## src/cnn_settings.svh

```systemverilog
//~~~~~~~~~~~~~~~~~~~~~~~~~~~~~~~~~~~~~~~~~~~~~~~~~~~~~~~~~~~~~~~~~~~~~~~~~~
// CNN address core sizes and plane offsets
//~~~~~~~~~~~~~~~~~~~~~~~~~~~~~~~~~~~~~~~~~~~~~~~~~~~~~~~~~~~~~~~~~~~~~~~~~~
`ifndef CNN_SETTINGS_SVH
`define CNN_SETTINGS_SVH

// input image is square, one word per pixel
`define CNN_IMG_SIDE 28

// conv kernel side, one kernel per filter
`define CNN_K_SIDE 5

// valid conv output side (28 - 5 + 1)
`define CNN_CONV_SIDE 24

// after 2x2 max pooling
`define CNN_POOL_SIDE 12

// base of conv channel 1 in the conv output memory
`define CNN_CONV_PLANE 576

// base of pool channel 1 in the pooled memory
`define CNN_POOL_PLANE 144

// base of the weights for fc output 1
`define CNN_FC_PLANE 288

`endif

```

## src/cnn_pkg.sv

```systemverilog
//~~~~~~~~~~~~~~~~~~~~~~~~~~~~~~~~~~~~~~~~~~~~~~~~~~~~~~~~~~~~~~~~~~~~~~~~~~
// CNN address core types
//~~~~~~~~~~~~~~~~~~~~~~~~~~~~~~~~~~~~~~~~~~~~~~~~~~~~~~~~~~~~~~~~~~~~~~~~~~
`include "cnn_settings.svh"

package cnn_pkg;

    // image memory, 784 words
    typedef logic [$clog2(`CNN_IMG_SIDE * `CNN_IMG_SIDE)-1:0] img_addr_t;

    // two 25-tap kernels back to back
    typedef logic [$clog2(2 * `CNN_K_SIDE * `CNN_K_SIDE)-1:0] k_addr_t;

    // two conv output planes
    typedef logic [$clog2(2 * `CNN_CONV_PLANE)-1:0] conv_addr_t;

    // two pooled planes
    typedef logic [$clog2(2 * `CNN_POOL_PLANE)-1:0] pool_addr_t;

    // fc weights, one block of 288 per output
    typedef logic [$clog2(2 * `CNN_FC_PLANE)-1:0] fc_addr_t;

    typedef enum logic [2:0] {
        phase_idle,
        phase_load,
        phase_conv,
        phase_pool,
        phase_fc,
        phase_finish
    } phase_t;

endpackage

```

## src/linear_addr_gen.sv

```systemverilog
//~~~~~~~~~~~~~~~~~~~~~~~~~~~~~~~~~~~~~~~~~~~~~~~~~~~~~~~~~~~~~~~~~~~~~~~~~~
// Two-lane stepping address counter
//~~~~~~~~~~~~~~~~~~~~~~~~~~~~~~~~~~~~~~~~~~~~~~~~~~~~~~~~~~~~~~~~~~~~~~~~~~

// lane 0 counts 0..LAST, lane 1 follows at a fixed offset
module linear_addr_gen #(
    parameter int WIDTH       = 10,
    parameter int LANE_OFFSET = 288,
    parameter int LAST        = 287
) (
    input  logic             clk,
    input  logic             reset,
    input  logic             run,
    input  logic             step,
    output logic [WIDTH-1:0] addr0,
    output logic [WIDTH-1:0] addr1,
    output logic             last
);

    localparam logic [WIDTH-1:0] LAST_W   = WIDTH'(LAST);
    localparam logic [WIDTH-1:0] OFFSET_W = WIDTH'(LANE_OFFSET);
    localparam logic [WIDTH-1:0] ONE_W    = WIDTH'(1);

    logic at_last;

    assign at_last = (addr0 == LAST_W);

    always_ff @(posedge clk or posedge reset) begin
        if (reset) begin
            addr0 <= '0;
        end else if (!run) begin
            // idle counter waits at the first address
            addr0 <= '0;
        end else if (step) begin
            if (at_last) begin
                addr0 <= '0;
            end else begin
                addr0 <= addr0 + ONE_W;
            end
        end
    end

    // second lane is the other channel or filter
    assign addr1 = addr0 + OFFSET_W;

    assign last = at_last;

endmodule

```

## src/pool_window_addr_gen.sv

```systemverilog
//~~~~~~~~~~~~~~~~~~~~~~~~~~~~~~~~~~~~~~~~~~~~~~~~~~~~~~~~~~~~~~~~~~~~~~~~~~
// 2x2 pooling window address walker
//~~~~~~~~~~~~~~~~~~~~~~~~~~~~~~~~~~~~~~~~~~~~~~~~~~~~~~~~~~~~~~~~~~~~~~~~~~
`include "cnn_settings.svh"

module pool_window_addr_gen (
    input  logic                clk,
    input  logic                reset,
    input  logic                run,
    output cnn_pkg::conv_addr_t a0,
    output cnn_pkg::conv_addr_t a1,
    output cnn_pkg::conv_addr_t a2,
    output cnn_pkg::conv_addr_t a3,
    output cnn_pkg::conv_addr_t b0,
    output cnn_pkg::conv_addr_t b1,
    output cnn_pkg::conv_addr_t b2,
    output cnn_pkg::conv_addr_t b3,
    output logic                last
);

    localparam logic [3:0] WIN_LAST = 4'(`CNN_POOL_SIDE - 1);

    // step sizes inside the conv plane
    localparam cnn_pkg::conv_addr_t COL_STEP  = cnn_pkg::conv_addr_t'(2);
    localparam cnn_pkg::conv_addr_t ROW_SKIP  = cnn_pkg::conv_addr_t'(`CNN_CONV_SIDE + 2);
    localparam cnn_pkg::conv_addr_t RIGHT     = cnn_pkg::conv_addr_t'(1);
    localparam cnn_pkg::conv_addr_t BELOW     = cnn_pkg::conv_addr_t'(`CNN_CONV_SIDE);
    localparam cnn_pkg::conv_addr_t BELOW_R   = cnn_pkg::conv_addr_t'(`CNN_CONV_SIDE + 1);
    localparam cnn_pkg::conv_addr_t PLANE_OFS = cnn_pkg::conv_addr_t'(`CNN_CONV_PLANE);

    cnn_pkg::conv_addr_t base;
    logic [3:0]          col;
    logic [3:0]          row;
    logic                row_end;

    assign row_end = (col == WIN_LAST);
    assign last    = row_end && (row == WIN_LAST);

    always_ff @(posedge clk or posedge reset) begin
        if (reset) begin
            base <= '0;
            col  <= '0;
            row  <= '0;
        end else if (!run || last) begin
            // back to the top-left window
            base <= '0;
            col  <= '0;
            row  <= '0;
        end else if (row_end) begin
            // jump over the odd conv row
            base <= base + ROW_SKIP;
            col  <= '0;
            row  <= row + 4'd1;
        end else begin
            base <= base + COL_STEP;
            col  <= col + 4'd1;
        end
    end

    // channel 0 window
    assign a0 = base;
    assign a1 = base + RIGHT;
    assign a2 = base + BELOW;
    assign a3 = base + BELOW_R;

    // same window in channel 1
    assign b0 = a0 + PLANE_OFS;
    assign b1 = a1 + PLANE_OFS;
    assign b2 = a2 + PLANE_OFS;
    assign b3 = a3 + PLANE_OFS;

endmodule

```

## src/img_load_ctrl.sv

```systemverilog
//~~~~~~~~~~~~~~~~~~~~~~~~~~~~~~~~~~~~~~~~~~~~~~~~~~~~~~~~~~~~~~~~~~~~~~~~~~
// Image load pixel handshake
//~~~~~~~~~~~~~~~~~~~~~~~~~~~~~~~~~~~~~~~~~~~~~~~~~~~~~~~~~~~~~~~~~~~~~~~~~~
`include "cnn_settings.svh"

module img_load_ctrl (
    input  logic               clk,
    input  logic               reset,
    input  logic               load_en,
    input  logic               pix_req,
    output logic               pix_ack,
    output logic               img_wr_en,
    output logic               load_done,
    output cnn_pkg::img_addr_t img_wr_addr
);

    localparam cnn_pkg::img_addr_t LAST_ADDR =
        cnn_pkg::img_addr_t'(`CNN_IMG_SIDE * `CNN_IMG_SIDE - 1);

    // set once the write of the last pixel is issued
    logic full;

    always_ff @(posedge clk or posedge reset) begin
        if (reset) begin
            pix_ack     <= 1'b0;
            img_wr_en   <= 1'b0;
            load_done   <= 1'b0;
            full        <= 1'b0;
            img_wr_addr <= '0;
        end else if (!load_en) begin
            // outside the load phase, rewind for the next run
            pix_ack     <= 1'b0;
            img_wr_en   <= 1'b0;
            load_done   <= 1'b0;
            full        <= 1'b0;
            img_wr_addr <= '0;
        end else begin
            img_wr_en <= 1'b0;
            if (!pix_ack && pix_req && !full) begin
                pix_ack   <= 1'b1;
                img_wr_en <= 1'b1;
                // no further requests after the last pixel
                if (img_wr_addr == LAST_ADDR) begin
                    full <= 1'b1;
                end
            end else if (pix_ack && !pix_req) begin
                pix_ack <= 1'b0;
                // image complete once the final handshake closes
                if (full) begin
                    load_done <= 1'b1;
                end
            end
            // address moves on after its write strobe
            if (img_wr_en && !full) begin
                img_wr_addr <= img_wr_addr + cnn_pkg::img_addr_t'(1);
            end
        end
    end

endmodule

```

## src/layer_sequencer.sv

```systemverilog
//~~~~~~~~~~~~~~~~~~~~~~~~~~~~~~~~~~~~~~~~~~~~~~~~~~~~~~~~~~~~~~~~~~~~~~~~~~
// Layer phase sequencer
//~~~~~~~~~~~~~~~~~~~~~~~~~~~~~~~~~~~~~~~~~~~~~~~~~~~~~~~~~~~~~~~~~~~~~~~~~~

// runs load, conv, pool and fc in turn for each start handshake
module layer_sequencer (
    input  logic            clk,
    input  logic            reset,
    input  logic            start_req,
    input  logic            load_done,
    input  logic            conv_last,
    input  logic            pool_last,
    input  logic            fc_last,
    output logic            start_ack,
    output logic            load_en,
    output logic            conv_en,
    output logic            pool_en,
    output logic            fc_en,
    output cnn_pkg::phase_t phase
);

    cnn_pkg::phase_t phase_next;
    logic            ack_next;

    always_comb begin
        phase_next = phase;
        ack_next   = start_ack;
        case (phase)
            cnn_pkg::phase_idle: begin
                // start only taken from idle
                if (start_req) begin
                    phase_next = cnn_pkg::phase_load;
                end
            end
            cnn_pkg::phase_load: begin
                if (load_done) begin
                    phase_next = cnn_pkg::phase_conv;
                end
            end
            cnn_pkg::phase_conv: begin
                if (conv_last) begin
                    phase_next = cnn_pkg::phase_pool;
                end
            end
            cnn_pkg::phase_pool: begin
                if (pool_last) begin
                    phase_next = cnn_pkg::phase_fc;
                end
            end
            cnn_pkg::phase_fc: begin
                // ack goes up together with the move to finish
                if (fc_last) begin
                    phase_next = cnn_pkg::phase_finish;
                    ack_next   = 1'b1;
                end
            end
            cnn_pkg::phase_finish: begin
                // hold ack until the host lets go of the request
                if (!start_req) begin
                    phase_next = cnn_pkg::phase_idle;
                    ack_next   = 1'b0;
                end
            end
            default: begin
                phase_next = cnn_pkg::phase_idle;
                ack_next   = 1'b0;
            end
        endcase
    end

    always_ff @(posedge clk or posedge reset) begin
        if (reset) begin
            phase     <= cnn_pkg::phase_idle;
            start_ack <= 1'b0;
        end else begin
            phase     <= phase_next;
            start_ack <= ack_next;
        end
    end

    // one layer enable per active phase
    assign load_en = (phase == cnn_pkg::phase_load);
    assign conv_en = (phase == cnn_pkg::phase_conv);
    assign pool_en = (phase == cnn_pkg::phase_pool);
    assign fc_en   = (phase == cnn_pkg::phase_fc);

endmodule

```

## src/cnn_addr_top.sv

```systemverilog
//~~~~~~~~~~~~~~~~~~~~~~~~~~~~~~~~~~~~~~~~~~~~~~~~~~~~~~~~~~~~~~~~~~~~~~~~~~
// CNN address generation core
//~~~~~~~~~~~~~~~~~~~~~~~~~~~~~~~~~~~~~~~~~~~~~~~~~~~~~~~~~~~~~~~~~~~~~~~~~~
`include "cnn_settings.svh"

module cnn_addr_top (
    input  logic                clk,
    input  logic                reset,
    input  logic                start_req,
    input  logic                pix_req,
    output logic                start_ack,
    output logic                pix_ack,
    output logic                img_wr_en,
    output logic                conv_rd_en,
    output logic                conv_wr_en,
    output logic                pool_rd_en,
    output logic                pool_wr_en,
    output logic                fc_rd_en,
    output cnn_pkg::phase_t     phase,
    output cnn_pkg::img_addr_t  img_wr_addr,
    output cnn_pkg::k_addr_t    k_addr0,
    output cnn_pkg::k_addr_t    k_addr1,
    output cnn_pkg::conv_addr_t conv_wr_addr0,
    output cnn_pkg::conv_addr_t conv_wr_addr1,
    output cnn_pkg::conv_addr_t pool_a0,
    output cnn_pkg::conv_addr_t pool_a1,
    output cnn_pkg::conv_addr_t pool_a2,
    output cnn_pkg::conv_addr_t pool_a3,
    output cnn_pkg::conv_addr_t pool_b0,
    output cnn_pkg::conv_addr_t pool_b1,
    output cnn_pkg::conv_addr_t pool_b2,
    output cnn_pkg::conv_addr_t pool_b3,
    output cnn_pkg::pool_addr_t pool_wr_addr0,
    output cnn_pkg::pool_addr_t pool_wr_addr1,
    output cnn_pkg::fc_addr_t   fc_addr0,
    output cnn_pkg::fc_addr_t   fc_addr1
);

    localparam int K_TAPS = `CNN_K_SIDE * `CNN_K_SIDE;

    logic load_en;
    logic load_done;
    logic conv_en;
    logic pool_en;
    logic fc_en;
    logic k_last;
    logic cw_last;
    logic conv_last;
    logic pool_last;
    logic fc_last;

    layer_sequencer u_seq (
        .clk       (clk),
        .reset     (reset),
        .start_req (start_req),
        .load_done (load_done),
        .conv_last (conv_last),
        .pool_last (pool_last),
        .fc_last   (fc_last),
        .start_ack (start_ack),
        .load_en   (load_en),
        .conv_en   (conv_en),
        .pool_en   (pool_en),
        .fc_en     (fc_en),
        .phase     (phase)
    );

    img_load_ctrl u_load (
        .clk         (clk),
        .reset       (reset),
        .load_en     (load_en),
        .pix_req     (pix_req),
        .pix_ack     (pix_ack),
        .img_wr_en   (img_wr_en),
        .load_done   (load_done),
        .img_wr_addr (img_wr_addr)
    );

    // kernel tap, one per cycle, filter 1 right after filter 0
    linear_addr_gen #(
        .WIDTH       ($bits(cnn_pkg::k_addr_t)),
        .LANE_OFFSET (K_TAPS),
        .LAST        (K_TAPS - 1)
    ) u_k_gen (
        .clk   (clk),
        .reset (reset),
        .run   (conv_en),
        .step  (conv_en),
        .addr0 (k_addr0),
        .addr1 (k_addr1),
        .last  (k_last)
    );

    // conv output pixel, moves on when the tap wraps
    linear_addr_gen #(
        .WIDTH       ($bits(cnn_pkg::conv_addr_t)),
        .LANE_OFFSET (`CNN_CONV_PLANE),
        .LAST        (`CNN_CONV_PLANE - 1)
    ) u_conv_wr_gen (
        .clk   (clk),
        .reset (reset),
        .run   (conv_en),
        .step  (k_last),
        .addr0 (conv_wr_addr0),
        .addr1 (conv_wr_addr1),
        .last  (cw_last)
    );

    pool_window_addr_gen u_pool_rd_gen (
        .clk   (clk),
        .reset (reset),
        .run   (pool_en),
        .a0    (pool_a0),
        .a1    (pool_a1),
        .a2    (pool_a2),
        .a3    (pool_a3),
        .b0    (pool_b0),
        .b1    (pool_b1),
        .b2    (pool_b2),
        .b3    (pool_b3),
        .last  (pool_last)
    );

    // one pooled word per window
    linear_addr_gen #(
        .WIDTH       ($bits(cnn_pkg::pool_addr_t)),
        .LANE_OFFSET (`CNN_POOL_PLANE),
        .LAST        (`CNN_POOL_PLANE - 1)
    ) u_pool_wr_gen (
        .clk   (clk),
        .reset (reset),
        .run   (pool_en),
        .step  (pool_en),
        .addr0 (pool_wr_addr0),
        .addr1 (pool_wr_addr1),
        .last  ()
    );

    linear_addr_gen #(
        .WIDTH       ($bits(cnn_pkg::fc_addr_t)),
        .LANE_OFFSET (`CNN_FC_PLANE),
        .LAST        (`CNN_FC_PLANE - 1)
    ) u_fc_gen (
        .clk   (clk),
        .reset (reset),
        .run   (fc_en),
        .step  (fc_en),
        .addr0 (fc_addr0),
        .addr1 (fc_addr1),
        .last  (fc_last)
    );

    // last tap of the last output pixel ends the conv layer
    assign conv_last = k_last & cw_last;

    assign conv_rd_en = conv_en;
    assign conv_wr_en = k_last;
    assign pool_rd_en = pool_en;
    assign pool_wr_en = pool_en;
    assign fc_rd_en   = fc_en;

endmodule

```

## config.mk

```make
export PLATFORM = sky130hd
export DESIGN_NAME = cnn_addr_top
export DESIGN_NICKNAME = d
export VERILOG_FILES = /design/src/cnn_pkg.sv /design/src/linear_addr_gen.sv /design/src/pool_window_addr_gen.sv /design/src/img_load_ctrl.sv /design/src/layer_sequencer.sv /design/src/cnn_addr_top.sv
export VERILOG_INCLUDE_DIRS = /design/src
export SDC_FILE = /design/constraint.sdc
export NUM_CORES = 1
export LEC_CHECK = 0
export BUFFER_PORTS_ARGS = -buffer_cell sky130_fd_sc_hd__buf_2
export CAP_MARGIN = 40
export CORE_UTILIZATION = 50
export DETAILED_ROUTE_END_ITERATION = 7
export GPL_TIMING_DRIVEN = 0
export PLACE_DENSITY = 0.86
export SYNTH_ARGS = -nofsm -noshare
export SYNTH_HDL_FRONTEND = slang
export SYNTH_SLANG_ARGS = --single-unit
export TNS_END_PERCENT = 1
```

## constraint.sdc

```tcl
create_clock -name clk -period 2.6 [get_ports clk]
set_clock_uncertainty 0.1 [all_clocks]
set_input_delay 0.13 -clock clk [delete_from_list [all_inputs] [get_ports clk]]
set_output_delay 0.13 -clock clk [all_outputs]
set_load 0.05 [all_outputs]
```

==> results of run 1 <==
==> sequential cells by signal, indices dropped and copies added, names as in the netlist, 4 cells and up <==
name	cells
u_pool_wr_gen.addr0	9
u_fc_gen.addr0	10
u_conv_wr_gen.addr0	11
u_k_gen.addr0	6
u_load.img_wr_addr	10
u_pool_rd_gen.col	4
u_pool_rd_gen.row	4
u_pool_rd_gen.a0	10
==> layout make-up <==
type | instances | area, µm²
multi-input combinational | 349 | 2570
clock inverter | 6 | 116
sequential | 72 | 1810
clock buffer | 10 | 128
timing repair buffer | 188 | 1040
tap | 129 | 161
fill | 700 | 2750
inverter | 34 | 139
buffer | 78 | 529
==> metal layers <==
metal | vias up | track usage
li1 | 2140 | -
met1 | 2091 | 0.278
met2 | 187 | 0.446
met3 | 26 | 0.0408
met4 | 0 | 0.0916
met5 | - | 0
==> what timing repair did <==
action                                  in CTS  in global routing
pin swaps                                    6                  2
gates resized for setup                     27                  3
hold endpoints to repair                    74                  0
hold buffers                                 2                  0
endpoints found under the setup margin      13                  9
setup buffers                                8                  1
==> worst min-delay path, cell delays in order <==
cell and delay (ns):
sky130_fd_sc_hd__buf_2 0.12, sky130_fd_sc_hd__nor2b_1 0.11, sky130_fd_sc_hd__o32ai_1 0.08
==> layout by cell type, fill, tap and decap left out, types with 24 or more instances in the layout <==
| cell | n |
|---|---|
| sky130_fd_sc_hd__xnor2_1 | 24 |
| sky130_fd_sc_hd__nor2_1 | 52 |
| sky130_fd_sc_hd__buf_4 | 61 |
| sky130_fd_sc_hd__buf_2 | 175 |
| sky130_fd_sc_hd__xor2_1 | 30 |
| sky130_fd_sc_hd__inv_1 | 29 |
| sky130_fd_sc_hd__a21oi_1 | 26 |
| sky130_fd_sc_hd__dfrtp_1 | 69 |
| sky130_fd_sc_hd__nand3_1 | 25 |
| sky130_fd_sc_hd__nand2_1 | 31 |
==> final timing paths <==
check                                          start                     to  depth (start not counted)
max in group asynchronous                      reset    u_pool_rd_gen.a0[3]                          4
worst min-delay path                       start_req         u_seq.phase[2]                          3
worst min register to register  u_pool_rd_gen.col[0]   u_pool_rd_gen.col[0]                          1
min in group asynchronous                      reset  u_load.img_wr_addr[8]                          3
worst max register to register  u_pool_rd_gen.col[0]         u_seq.phase[1]                          5
worst max-delay path             u_pool_rd_gen.a0[3]            pool_b2[10]                         11
==> through the flow <==
step | setup WS (ns) | power [W]
2_1_floorplan | -0.471 | 0.00220
3_5_place_dp | -0.320 | 0.00246
3_3_place_gp | -0.522 | 0.00243
4_1_cts | -0.141 | 0.00353
5_1_grt | -0.189 | 0.00367
6_report | -0.0745 | 0.00351
==> Yosys cell counts (all sizes together) (2+ instances only) <==
cell type / number / area (µm²)
buf: 62 / 453
and4b: 3 / 30.0
nand2b: 7 / 43.8
clkbuf: 17 / 63.8
nand3b: 3 / 35.0
or4: 6 / 45.0
or3b: 2 / 20.0
and2: 7 / 43.8
nor2: 52 / 195
inv: 34 / 128
o31ai: 7 / 52.6
xnor2: 33 / 289
nand4: 14 / 87.6
or3: 5 / 31.3
mux2i: 5 / 50.1
conb: 2 / 7.51
o21ai: 13 / 65.1
o2111ai: 3 / 26.3
and3: 4 / 25.0
a31oi: 4 / 40.0
and4: 2 / 17.5
a21o: 4 / 30.0
xor2: 31 / 272
a21oi: 26 / 130
nand3: 25 / 125
dfrtp: 72 / 1800
nor2b: 3 / 18.8
ha: 21 / 263
a2111o: 2 / 22.5
nand2: 32 / 120
nor3: 5 / 25.0
nor3b: 2 / 26.3
==> power breakdown <==
part           switching, W  total (W)  leakage (nW)  internal, W
registers         0.0000913    0.00127         0.993      0.00118
clock network      0.000428    0.00107         0.121     0.000645
logic              0.000845    0.00116          2.29     0.000315
total               0.00136    0.00351          3.41      0.00214
==> cell families (layout without fill, tap and decap cells) <==
group | Yosys count | count (layout) | share of synthesized area
simple gates | 179 | 179 | 0.199
buf+inv | 113 | 316 | 0.135
compound gates | 72 | 72 | 0.102
flops | 72 | 72 | 0.379
xor+xnor | 64 | 64 | 0.118
fa+ha+maj | 21 | 21 | 0.0552
mux | 5 | 5 | 0.0105
other cells | 2 | 8 | 0.00158
==> impl_summary.md, run 1 <==
Routing
The number of search-and-repair iterations in the first detailed-routing pass is 4. The number of remaining DRC errors is 0. The number of DRC markers after the initial detailed-route iteration is between 150 and 200. The detailed route wirelength on metal2 is 6290 µm.

In the routed layout, each cell is associated on average with a via count of approximately 5.1. The residual antenna-violating net count after detailed routing is 0. The routed length on met3 is 694 µm.

The total length of routed wires is 11800 µm. After detailed routing, the wire length on met1 is 4620 µm. After detailed routing, the average wire length per cell comes to 13.6 µm. The routed layout has 4444 vias. The topmost layer with routed signal wires is met4.

STA
The final-layout worst hold slack is about 0.047 ns. The final count of hold timing violations came to 0. Headroom to the max-slew limit came out at 0.583. The aggregate negative setup slack is -0.229 ns. The total count of max-transition violations in the final report is 0. Timing would allow up to 0.374 GHz. The smallest setup slack after layout is -0.0745 ns.

The ratio of final minimum period to clock period is 1.03. Setup repair after global routing could not meet its margin everywhere. Subtracting the final worst setup slack from the clock period gives about 2.7 ns. The number of setup violations in the final report is 4. The slew at the pin closest to its max-slew limit is about 0.62 ns.

Floorplan
The initialized floorplan defines 35 standard-cell rows. The die is 99.5 µm tall. The floorplan step defined a die boundary enclosing 0.00991 mm². roughly 190 I/O pins were placed. The initial utilization of the core area, before any placement, comes to 0.515. The area of the core is 0.00924 mm².

The overall die width is between 90 and 100 µm.

Clock network
The clock input transition at the sequential cells of the worst setup and hold paths is 0.08 ns. The tree is rooted in a sky130_fd_sc_hd__clkbuf_8. The H-tree depth reported by CTS is 3. Clock tree synthesis inserted a total of 9 buffers. The clock tree from TritonCTS is built. The clock insertion delay at the later pin of the skew report is about 0.34 ns. The number of clock sinks is 72.

The longest clock path from root to sink contains 2 buffers.

Logic synthesis
In the synthesized netlist the dominant register cell turns out to be sky130_fd_sc_hd__dfrtp_1. The fraction of the yosys area taken by sequential cells is 0.379. The gate count after technology mapping is 528. The yosys synthesis warning count is 0. The distinct cell type count after synthesis is 59. The total of flip-flops plus latches after synthesis is 72. The number of synthesized flops with an enable pin is 0.

After synthesis, the mean cell area works out to 9.01 µm². After synthesis the cells add up to 0.00476 mm². The fraction of registers with async set or reset after synthesis is 1.00.

Flow run
The reported max-cap violation count is 0.

Outcome
The flow ran to the end, but the final reports show violations. The final reports fail on negative setup slack.

Place
During placement, the flow inserted port buffers numbering 176. Once placement finished, the instance area stood at between 0.006 and 0.007 mm². In this run, placement finished with an instance count of 840. Detailed placement finished with a half-perimeter wire length of 8460 µm.

The weighted congestion at the end of routability-driven global placement is about 0.85.

Layout
The finished cells cover 0.00649 mm². Of the cells placed in the final design, the portion with a size suffix greater than 1 is 0.406. The count of antenna diodes in the layout is 0.

The area overhead of the layout relative to synthesis is 36.4%. The count of cells in the finished layout, fillers not included, comes to 866. The number of nets in the layout is 757. At the end of the flow the core is filled with cells to 0.702.

Worst setup path
The kind of end point of the critical path is an output port. By startpoint and endpoint, the worst setup path is classified as flop to output port. The setup slack of the most critical reg-to-reg path is 0.50 ns. On the worst path, the slowest cell contributes a delay of 0.37 ns. The maximum fanout count along the critical path is 3. The signal on the critical path passes through buf_6, clkinvlp_4, ha_4, nand3b_1, xor2_4, inv_4, ha_4, nand4_1, o2111ai_4, xnor2_4, buf_6. The dominant delay contributor by cell family on the critical path is XOR/XNOR gates. The worst setup path is launched from a flop. The slowest stage of the critical path is the sky130_fd_sc_hd__dfrtp_2 cell. At the worst endpoint, the arrival time is about 2.4 ns.

STA puts the critical path data required time at 2.37 ns. The critical path contains buffers and inverters numbering 4 combined.

GRT
Entering global routing, the biggest net connects 66 pins. Across every metal layer, demand over resource in global routing totals 0.241. The remaining global-route overflow is 0.

The first-pass GRT wire length is 19400 µm. The via count of the first global-routing pass is about 4100. The initial antenna violation count is 0.

Worst hold path
The worst hold path class is primary input to flop.

Power and ir drop
In this run the power density over the cells is 541 mW/mm². The standby leakage power is approximately 3.4 nW. The peak supply drop is 0.519 mV.
Power figures use the tool's default switching activity.
==> inputs of run 2 (changes only) <==
Settings changed: ABC_AREA from default to 1, BUFFER_PORTS_ARGS -buffer_cell sky130_fd_sc_hd__buf_2 to default, CORE_UTILIZATION 50 to 65, DONT_BUFFER_PORTS from default to 1, PLACE_DENSITY 0.86 to 0.85.
==> run 2 against run 1 <==
  * The run still ends with negative setup slack left
  * Clock power down 9%
  * First-iteration DRC count increased by 2.5%
  * Via count decreased by 4.6%
  * Die area is 20% lower
  * Combinational power down 9%
  * Final cell count down 12%
  * Global-route usage up 4.9 points
  * Clock-buffer cell count shrank 1
  * Fmax down 16%
  * Sequential power grew 20%
  * Non-clock buffer count is 174 lower
  * Sequential share of layout area is 3.8 points higher
  * Largest power group unchanged
  * Highest routed layer unchanged
==> impl_summary.md, run 2 <==
STA
The smallest setup slack after layout is -0.577 ns (was -0.0745 ns). The achievable clock frequency is 0.315 GHz (was 0.374 GHz). The final count of hold timing violations was 0 (unchanged).

The total count of max-transition violations in the final report was 0 (unchanged). The slew at the pin closest to its max-slew limit was 0.871 ns (was 0.617 ns). The number of setup violations in the final report came to 9 (was 4).

The final-layout worst hold slack is 0.0684 ns (was 0.0473 ns). The ratio of final minimum period to clock period was 1.22 (was 1.03). The post-route minimum period is 3.18 ns (was 2.67 ns). Setup repair after global routing missed its margin: true (unchanged). The worst relative slew slack is 0.417 (was 0.583).

Layout
The number of standard cells in the final layout excluding fillers is 763 (was 866). The fraction of layout cells with a size suffix above 1 is 0.279 (was 0.406). The area overhead of the layout relative to synthesis was 16.7% (was 36.4%). The number of flip-flops under the largest register name was 11 (unchanged). The number of nets in the layout is 684 (was 757). The final design utilization is 0.788 (was 0.702). The count of antenna diodes in the layout came to 0 (unchanged). The register with the highest flop count was u_conv_wr_gen.addr0 (unchanged). Leading cell types in the layout, fill and taps excluded: 83 x sky130_fd_sc_hd__nand2_1, 76 x sky130_fd_sc_hd__buf_4, 75 x sky130_fd_sc_hd__nor2_1 (was 175 x sky130_fd_sc_hd__buf_2, 69 x sky130_fd_sc_hd__dfrtp_1, 61 x sky130_fd_sc_hd__buf_4). The most common cell after layout, fill and taps aside is sky130_fd_sc_hd__nand2_1 (was sky130_fd_sc_hd__buf_2).

Logic synthesis
The gate count after technology mapping is 614 (was 528). The top-area cell type share of the netlist area was 0.366 (was 0.379). The post-synthesis cell area is 0.00492 mm² (was 0.00476 mm²). The average footprint of a synthesized cell came to 8.02 µm² (was 9.01 µm²). The simple-gate share of the synthesized area is 0.268 (was 0.199). The cell type with the largest total area after synthesis was sky130_fd_sc_hd__dfrtp_1 (unchanged).

The post-synthesis xor/xnor area fraction is 0.0798 (was 0.118). The post-synthesis mux area share is 0 (was 0.0105). The cell with the most instances after synthesis is sky130_fd_sc_hd__nand2_1 (was sky130_fd_sc_hd__dfrtp_1). The fraction of registers with async set or reset after synthesis is 1.00 (unchanged). Most common library cells after synthesis: 89 x sky130_fd_sc_hd__nand2_1, 75 x sky130_fd_sc_hd__nor2_1, 72 x sky130_fd_sc_hd__dfrtp_1, 72 x sky130_fd_sc_hd__inv_1, 52 x sky130_fd_sc_hd__buf_4 (was 72 x sky130_fd_sc_hd__dfrtp_1, 52 x sky130_fd_sc_hd__buf_4, 52 x sky130_fd_sc_hd__nor2_1). The fraction of the yosys area taken by sequential cells is 0.366 (was 0.379). Largest cells by area after synthesis: sky130_fd_sc_hd__dfrtp_1 37%, sky130_fd_sc_hd__buf_4 7.9%, sky130_fd_sc_hd__nand2_1 6.8% (was sky130_fd_sc_hd__dfrtp_1 38%, sky130_fd_sc_hd__buf_4 8.2%, sky130_fd_sc_hd__xnor2_1 6.1%). The synthesized-area fraction occupied by ao, oa, aoi and oai cells is 0.0679 (was 0.102). The number of synthesized flops with an enable pin is 0 (unchanged).

The leading register cell type out of synthesis is sky130_fd_sc_hd__dfrtp_1 (unchanged). The yosys synthesis warning count is 0 (unchanged). The total of flip-flops plus latches after synthesis is 72 (unchanged).

The distinct cell type count after synthesis is 46 (was 59). The arithmetic-cell share of the synthesized area counting full adders, half adders and majority gates is 0.0534 (was 0.0552). The dominant combinational cell family by area after synthesis is simple AND/OR/NAND/NOR gates (unchanged).

Worst setup path
The maximum fanout count along the critical path is 7 (was 3). The kind of end point of the critical path is an output port (unchanged). The number of cell instances on the worst register-to-register path came to 9 (was 5). The critical path arrival is 2.95 ns (was 2.44 ns).

The setup slack of the most critical reg-to-reg path is 0.13 ns (was 0.50 ns). The startpoint of the worst register-to-register path is u_conv_wr_gen.addr0[6] (was u_pool_rd_gen.col[0]). The capture point of the worst reg-to-reg path is u_conv_wr_gen.addr0[8] (was u_seq.phase[1]).

The startpoint type of the worst setup path was a flop (unchanged). The endpoint required time on the critical path is 2.37 ns (about the same). The class of the most critical setup path is flop to output port (unchanged).

Place
The HPWL reported at the end of detailed placement is 8010 µm (was 8460 µm). The weighted congestion at the end of routability-driven global placement is 0.851 (was 0.846). The post-placement setup slack came to -0.396 ns (was -0.320 ns). The count of port buffers added during placement came to 0 (was 176). The total instance count after detailed placement is 742 (was 840).

Routing
The number of remaining DRC errors came to 0 (unchanged). The total length of routed wires is 11300 µm (was 11800 µm). The number of search-and-repair iterations in the first detailed-routing pass was 4 (unchanged). The residual antenna-violating net count after detailed routing is 0 (unchanged). The number of DRC markers after the initial detailed-route iteration came to 203 (was 198). The post-detailed-route wirelength per cell came to 14.8 µm (was 13.6 µm). The number of vias in the routed layout was 4239 (was 4444). The via density per instance is 5.56 (was 5.13).

Clock network
The H-tree depth reported by CTS was 3 (unchanged). The clock root buffer was sky130_fd_sc_hd__clkbuf_8 (unchanged). The buffer depth of the longest clock path was 2 (unchanged). The clock insertion delay at the later pin of the skew report is 0.34 ns (about the same). The clock input transition at the sequential cells of the worst setup and hold paths is 0.07 ns (was 0.08 ns). The number of clock sinks is 72 (unchanged). The TritonCTS buffer count is 9 (unchanged). The clock tree from TritonCTS was built (unchanged).

Floorplan
The number of placed I/O pins is 185 (unchanged). The die footprint is 0.00793 mm² (was 0.00991 mm²). The overall die width is 89.0 µm (was 99.5 µm).

The area of the core was 0.00729 mm² (was 0.00924 mm²). The initial core utilization is 0.675 (was 0.515). The chip height is 89.0 µm (was 99.5 µm). The number of cell rows is 31 (was 35).

Worst hold path
The worst hold path cell count was 6 (was 3). The worst hold path class is primary input to flop (unchanged). The worst hold path endpoint is u_seq.phase[1] (was u_seq.phase[2]).

The hold path startpoint is start_req (unchanged).

Power and ir drop
The power after layout was 0.00355 W (was 0.00351 W). The standby leakage power is 2.80 nW (was 3.41 nW). The peak supply drop is 0.555 mV (was 0.519 mV).

The power per unit of standard cell area is 618 mW/mm² (was 541 mW/mm²).

Outcome
Outcome: finished with violations (unchanged). Violations in the final reports: negative setup slack (unchanged).

GRT
The met2 track demand over resource in global routing came to 0.499 (was 0.446). The pin count of the biggest net entering global routing is 49 (was 66). The most used routing layer in global routing was met2 (unchanged). The via count of the first global-routing pass is 3736 (was 4122). The first-pass GRT wire length was 17500 µm (was 19400 µm). The global-route met1 utilization was 0.347 (was 0.278). The aggregate global-route resource usage came to 0.290 (was 0.241). The initial antenna violation count is 0 (unchanged).

The remaining global-route overflow is 0 (unchanged). The met3 capacity usage during global routing is 0.0739 (was 0.0408).

Flow run
The reported max-cap violation count is 0 (unchanged).
-- run 2: changes by cell type in the layout (fill, tap and decap cells not counted), sizes merged, moves of 14 or more --
cell and delta:
xnor2 -24, nor2 +33, inv +50, buf -166
nand2 +74, nor3 +14
-- run 2: final cells by class --
class,instances,area [µm²]
flip-flops and latches,72,1820
well taps,99,124
clock inverters,7,95.1
multi-input cells,396,2510
fillers,490,1540
inverters,88,372
clock buffers,9,124
plain buffers,64,469
repair buffers,28,238
-- run 2: how the worst max path moves through the flow --
stage	from	end	slack, ns	depth (start not counted)
finish	u_pool_rd_gen.a0[3]	pool_b3[10]	-0.58	10
global route	u_pool_rd_gen.a0[3]	pool_b3[10]	-0.64	9
CTS	u_pool_rd_gen.a0[3]	pool_b3[8]	-0.54	7
detailed placement	u_pool_rd_gen.a0[3]	pool_b3[10]	-0.40	9
global placement	reset	u_pool_rd_gen.a0[4]	-0.46	1
floorplan	u_pool_rd_gen.a0[3]	pool_b2[10]	-0.22	9
-- run 2: kinds of logic after synthesis --
family	after synthesis
flops	72
simple gates	266
buf+inv	152
other cells	2
fa+ha+maj	21
compound gates	60
xor+xnor	41
-- run 2: per-stage QoR --
stage                     setup TNS, ns  area (µm²)
after floorplan                   -1.55        5010
final                             -3.36        5750
after detailed placement          -2.70        5330
after global routing              -4.28        5750
after CTS                         -2.96        5730
after global placement           -20.61        5130
-- run 2: metal layers --
| layer | share of wire | vias to the layer above |
|---|---|---|
| met3 | 0.065 | 31 |
| li1 | - | 1971 |
| met1 | 0.39 | 2029 |
| met4 | 0.022 | 0 |
| met2 | 0.53 | 208 |
| met5 | 0 | - |
-- run 2: power by group --
group	total, W	switching (W)	internal [W]
Combinational	0.00106	0.000784	0.000272
Clock	0.000972	0.000430	0.000542
Sequential	0.00152	0.000338	0.00118
Total	0.00355	0.00155	0.00200
-- run 2: repair_timing --
action | CTS | global route
pin swaps | 10 | 4
hold buffers | 3 | 0
setup endpoints to repair | 22 | 10
hold endpoints to repair | 76 | 0
setup buffers | 2 | 0
gates resized for setup | 34 | 7
-- run 2: worst max-delay path, cell delays in order, from the launching register on --
cell and delay [ns]:
sky130_fd_sc_hd__dfrtp_4 0.59, sky130_fd_sc_hd__clkinv_8 0.16, sky130_fd_sc_hd__nand2_8 0.11, sky130_fd_sc_hd__nand2_8 0.06, sky130_fd_sc_hd__xor2_4 0.49, sky130_fd_sc_hd__clkinvlp_4 0.50
sky130_fd_sc_hd__ha_4 0.32, sky130_fd_sc_hd__nand2_4 0.09, sky130_fd_sc_hd__nand2_4 0.06, sky130_fd_sc_hd__nand2_2 0.10, sky130_fd_sc_hd__nand2_4 0.12
==> inputs of run 3 (changes only) <==
Settings changed: CTS_CLUSTER_DIAMETER from default to 100, SETUP_SLACK_MARGIN from default to 0.3.
==> run 3 against run 2 <==
  * Fmax rose by 1.6%
  * Clock power fell by 18%
  * Global-route usage fell by 0.51 points
  * Non-clock buffer count fell by 2
  * The run still ends with negative setup slack left
  * Critical path type unchanged
==> impl_summary.md, run 3 (synthesized netlist as in run 2, its figures left out) <==
STA
The final-layout worst hold slack is 0.102 ns (was 0.0684 ns). The ratio of final minimum period to clock period was 1.20 (was 1.22). The number of setup violations in the final report is 8 (was 9). The slew at the pin closest to its max-slew limit is 0.710 ns (was 0.871 ns). Setup repair after global routing missed its margin: true (unchanged).

The achievable clock frequency is 0.320 GHz (was 0.315 GHz). The smallest setup slack after layout was -0.526 ns (was -0.577 ns). The post-route minimum period was 3.13 ns (was 3.18 ns). The final count of hold timing violations is 0 (unchanged). The worst relative slew slack was 0.526 (was 0.417).

The total count of max-transition violations in the final report came to 0 (unchanged).

Layout
The final design utilization is 0.808 (was 0.788). The register with the highest flop count is u_conv_wr_gen.addr0 (unchanged). The count of antenna diodes in the layout is 0 (unchanged). The number of flip-flops under the largest register name is 11 (unchanged). Leading cell types in the layout, fill and taps excluded: 76 x sky130_fd_sc_hd__nand2_1, 72 x sky130_fd_sc_hd__buf_4, 71 x sky130_fd_sc_hd__nor2_1 (was 83 x sky130_fd_sc_hd__nand2_1, 76 x sky130_fd_sc_hd__buf_4, 75 x sky130_fd_sc_hd__nor2_1). The number of nets in the layout is 682 (was 684). The most common cell after layout, fill and taps aside is sky130_fd_sc_hd__nand2_1 (unchanged). The fraction of layout cells with a size suffix above 1 is 0.334 (was 0.279). The area overhead of the layout relative to synthesis is 19.7% (was 16.7%).

GRT
The met3 capacity usage during global routing is 0.0840 (was 0.0739). The pin count of the biggest net entering global routing came to 39 (was 49). The met2 track demand over resource in global routing was 0.495 (was 0.499).

The initial antenna violation count is 0 (unchanged). The global-route met1 utilization came to 0.320 (was 0.347). The aggregate global-route resource usage was 0.285 (was 0.290). The via count of the first global-routing pass is 3816 (was 3736). The most used routing layer in global routing is met2 (unchanged). The first-pass GRT wire length is 17300 µm (was 17500 µm).

The remaining global-route overflow is 0 (unchanged).

Routing
The residual antenna-violating net count after detailed routing is 0 (unchanged). The number of vias in the routed layout is 4175 (was 4239). The post-detailed-route wirelength per cell is 14.7 µm (was 14.8 µm). The via density per instance is 5.49 (was 5.56). The number of remaining DRC errors is 0 (unchanged). The number of search-and-repair iterations in the first detailed-routing pass was 5 (was 4). The total length of routed wires came to 11100 µm (was 11300 µm). The number of DRC markers after the initial detailed-route iteration is 251 (was 203).

Clock network
The clock root buffer is sky130_fd_sc_hd__clkbuf_8 (unchanged). The TritonCTS buffer count is 9 (unchanged). The H-tree depth reported by CTS is 3 (unchanged).

The clock insertion delay at the later pin of the skew report is 0.34 ns (about the same). The clock tree from TritonCTS is built (unchanged). The clock input transition at the sequential cells of the worst setup and hold paths is 0.07 ns (about the same).

The number of clock sinks is 72 (unchanged). The buffer depth of the longest clock path came to 2 (unchanged).

Outcome
Violations in the final reports: negative setup slack (unchanged). Outcome: finished with violations (unchanged).

Power and ir drop
The switching part of the total came to 0.455 (was 0.437). The power after layout was 0.00348 W (was 0.00355 W). The power per unit of standard cell area is 591 mW/mm² (was 618 mW/mm²). The internal power consumption is 0.00190 W (was 0.00200 W). The switching power of the nets was 0.00158 W (was 0.00155 W).

The logic gate share of total power is 0.333 (was 0.298). The peak supply drop came to 0.525 mV (was 0.555 mV). The clock network fraction of total power is 0.229 (was 0.274). The standby leakage power is 2.77 nW (was 2.80 nW). The sequential cell fraction of total power is 0.438 (was 0.429).

Place
The count of port buffers added during placement is 0 (unchanged). The HPWL reported at the end of detailed placement was 7880 µm (was 8010 µm). The weighted congestion at the end of routability-driven global placement is 0.856 (was 0.851).

Floorplan
The number of placed I/O pins came to 185 (unchanged). The initial core utilization is 0.675 (unchanged). The die footprint is 0.00793 mm² (unchanged). The overall die width is 89.0 µm (unchanged). The number of cell rows is 31 (unchanged). The area of the core is 0.00729 mm² (unchanged). The chip height came to 89.0 µm (unchanged).

Worst setup path
The class of the most critical setup path is flop to output port (unchanged). The maximum fanout count along the critical path is 7 (unchanged). The critical path arrival is 2.90 ns (was 2.95 ns). The endpoint required time on the critical path was 2.37 ns (about the same). The kind of end point of the critical path was an output port (unchanged). The startpoint type of the worst setup path is a flop (unchanged).

Flow run
The reported max-cap violation count was 0 (unchanged).

Worst hold path
The worst hold path class is primary input to flop (unchanged).
run 3: cell types whose count changed in the layout (fill, tap and decap cells not counted), moves of 6 or more:
| cell | before | now |
|---|---|---|
| sky130_fd_sc_hd__dfrtp_1 | 65 | 56 |
| sky130_fd_sc_hd__dfrtp_2 | 4 | 13 |
| sky130_fd_sc_hd__nand2_1 | 83 | 76 |
| sky130_fd_sc_hd__nand2_2 | 11 | 17 |
run 3: cell type report:
| cell class | instances | area [µm²] |
|---|---|---|
| repair buffers | 26 | 215 |
| fillers | 479 | 1400 |
| clock inverters | 2 | 15.0 |
| flip-flops and latches | 72 | 1830 |
| inverters | 88 | 389 |
| well taps | 99 | 124 |
| plain buffers | 64 | 483 |
| multi-input cells | 396 | 2680 |
| clock buffers | 13 | 159 |
run 3: power by group through the flow:
stage	logic [W]	registers [W]	clock network [W]
floorplan	0.000921	0.00151	0
global placement	0.00102	0.00153	0
detailed placement	0.00104	0.00154	0
CTS	0.00110	0.00152	0.000812
global route	0.00125	0.00154	0.000858
finish	0.00116	0.00152	0.000798
run 3: routing by layer:
layer  share of wire  vias to the layer above
li1                -                     1977
met1            0.38                     2000
met2            0.54                      173
met3           0.059                       25
met4           0.021                        0
met5               0                        -
run 3: per-stage QoR:
step	std cells	cell area [µm²]	setup TNS, ns	setup WS (ns)
floorplan	620	5090	-0.331	-0.0879
global placement	719	5220	-18.55	-0.453
detailed placement	740	5390	-1.84	-0.257
CTS	760	5750	-2.89	-0.536
global route	760	5890	-3.85	-0.618
finish	760	5890	-3.08	-0.526
run 3: final timing paths:
| path | start | endpoint | slack (ns) | cells after the start |
|---|---|---|---|---|
| max | u_pool_rd_gen.a0[3] | pool_b2[10] | -0.53 | 9 |
| min | start_req | u_seq.phase[1] | 0.10 | 6 |
| max reg2reg | u_k_gen.addr0[0] | u_seq.phase[0] | 0.16 | 9 |
| min reg2reg | u_pool_rd_gen.col[0] | u_pool_rd_gen.col[0] | 0.37 | 1 |
| max in group asynchronous | reset | u_pool_rd_gen.a0[7] | 1.62 | 3 |
| min in group asynchronous | reset | u_conv_wr_gen.addr0[7] | 0.20 | 2 |
run 3: critical path, stage by stage (launching register included):
cell and delay [ns]:
sky130_fd_sc_hd__dfrtp_4 0.59, sky130_fd_sc_hd__clkinv_8 0.16, sky130_fd_sc_hd__nand2_8 0.10, sky130_fd_sc_hd__nand2_8 0.06, sky130_fd_sc_hd__xor2_4 0.48, sky130_fd_sc_hd__clkinvlp_4 0.48, sky130_fd_sc_hd__ha_4 0.32, sky130_fd_sc_hd__nand2_4 0.07
sky130_fd_sc_hd__nand3_2 0.10, sky130_fd_sc_hd__nand2_4 0.19
run 3: what timing repair did:
item / 4_1_cts / 5_1_grt
pin swaps: 21 / 31
endpoints found under the hold margin: 77 / 0
hold buffers: 3 / 0
endpoints found under the setup margin: 52 / 55
gates resized for setup: 34 / 51
buffers inserted: 2 / 0
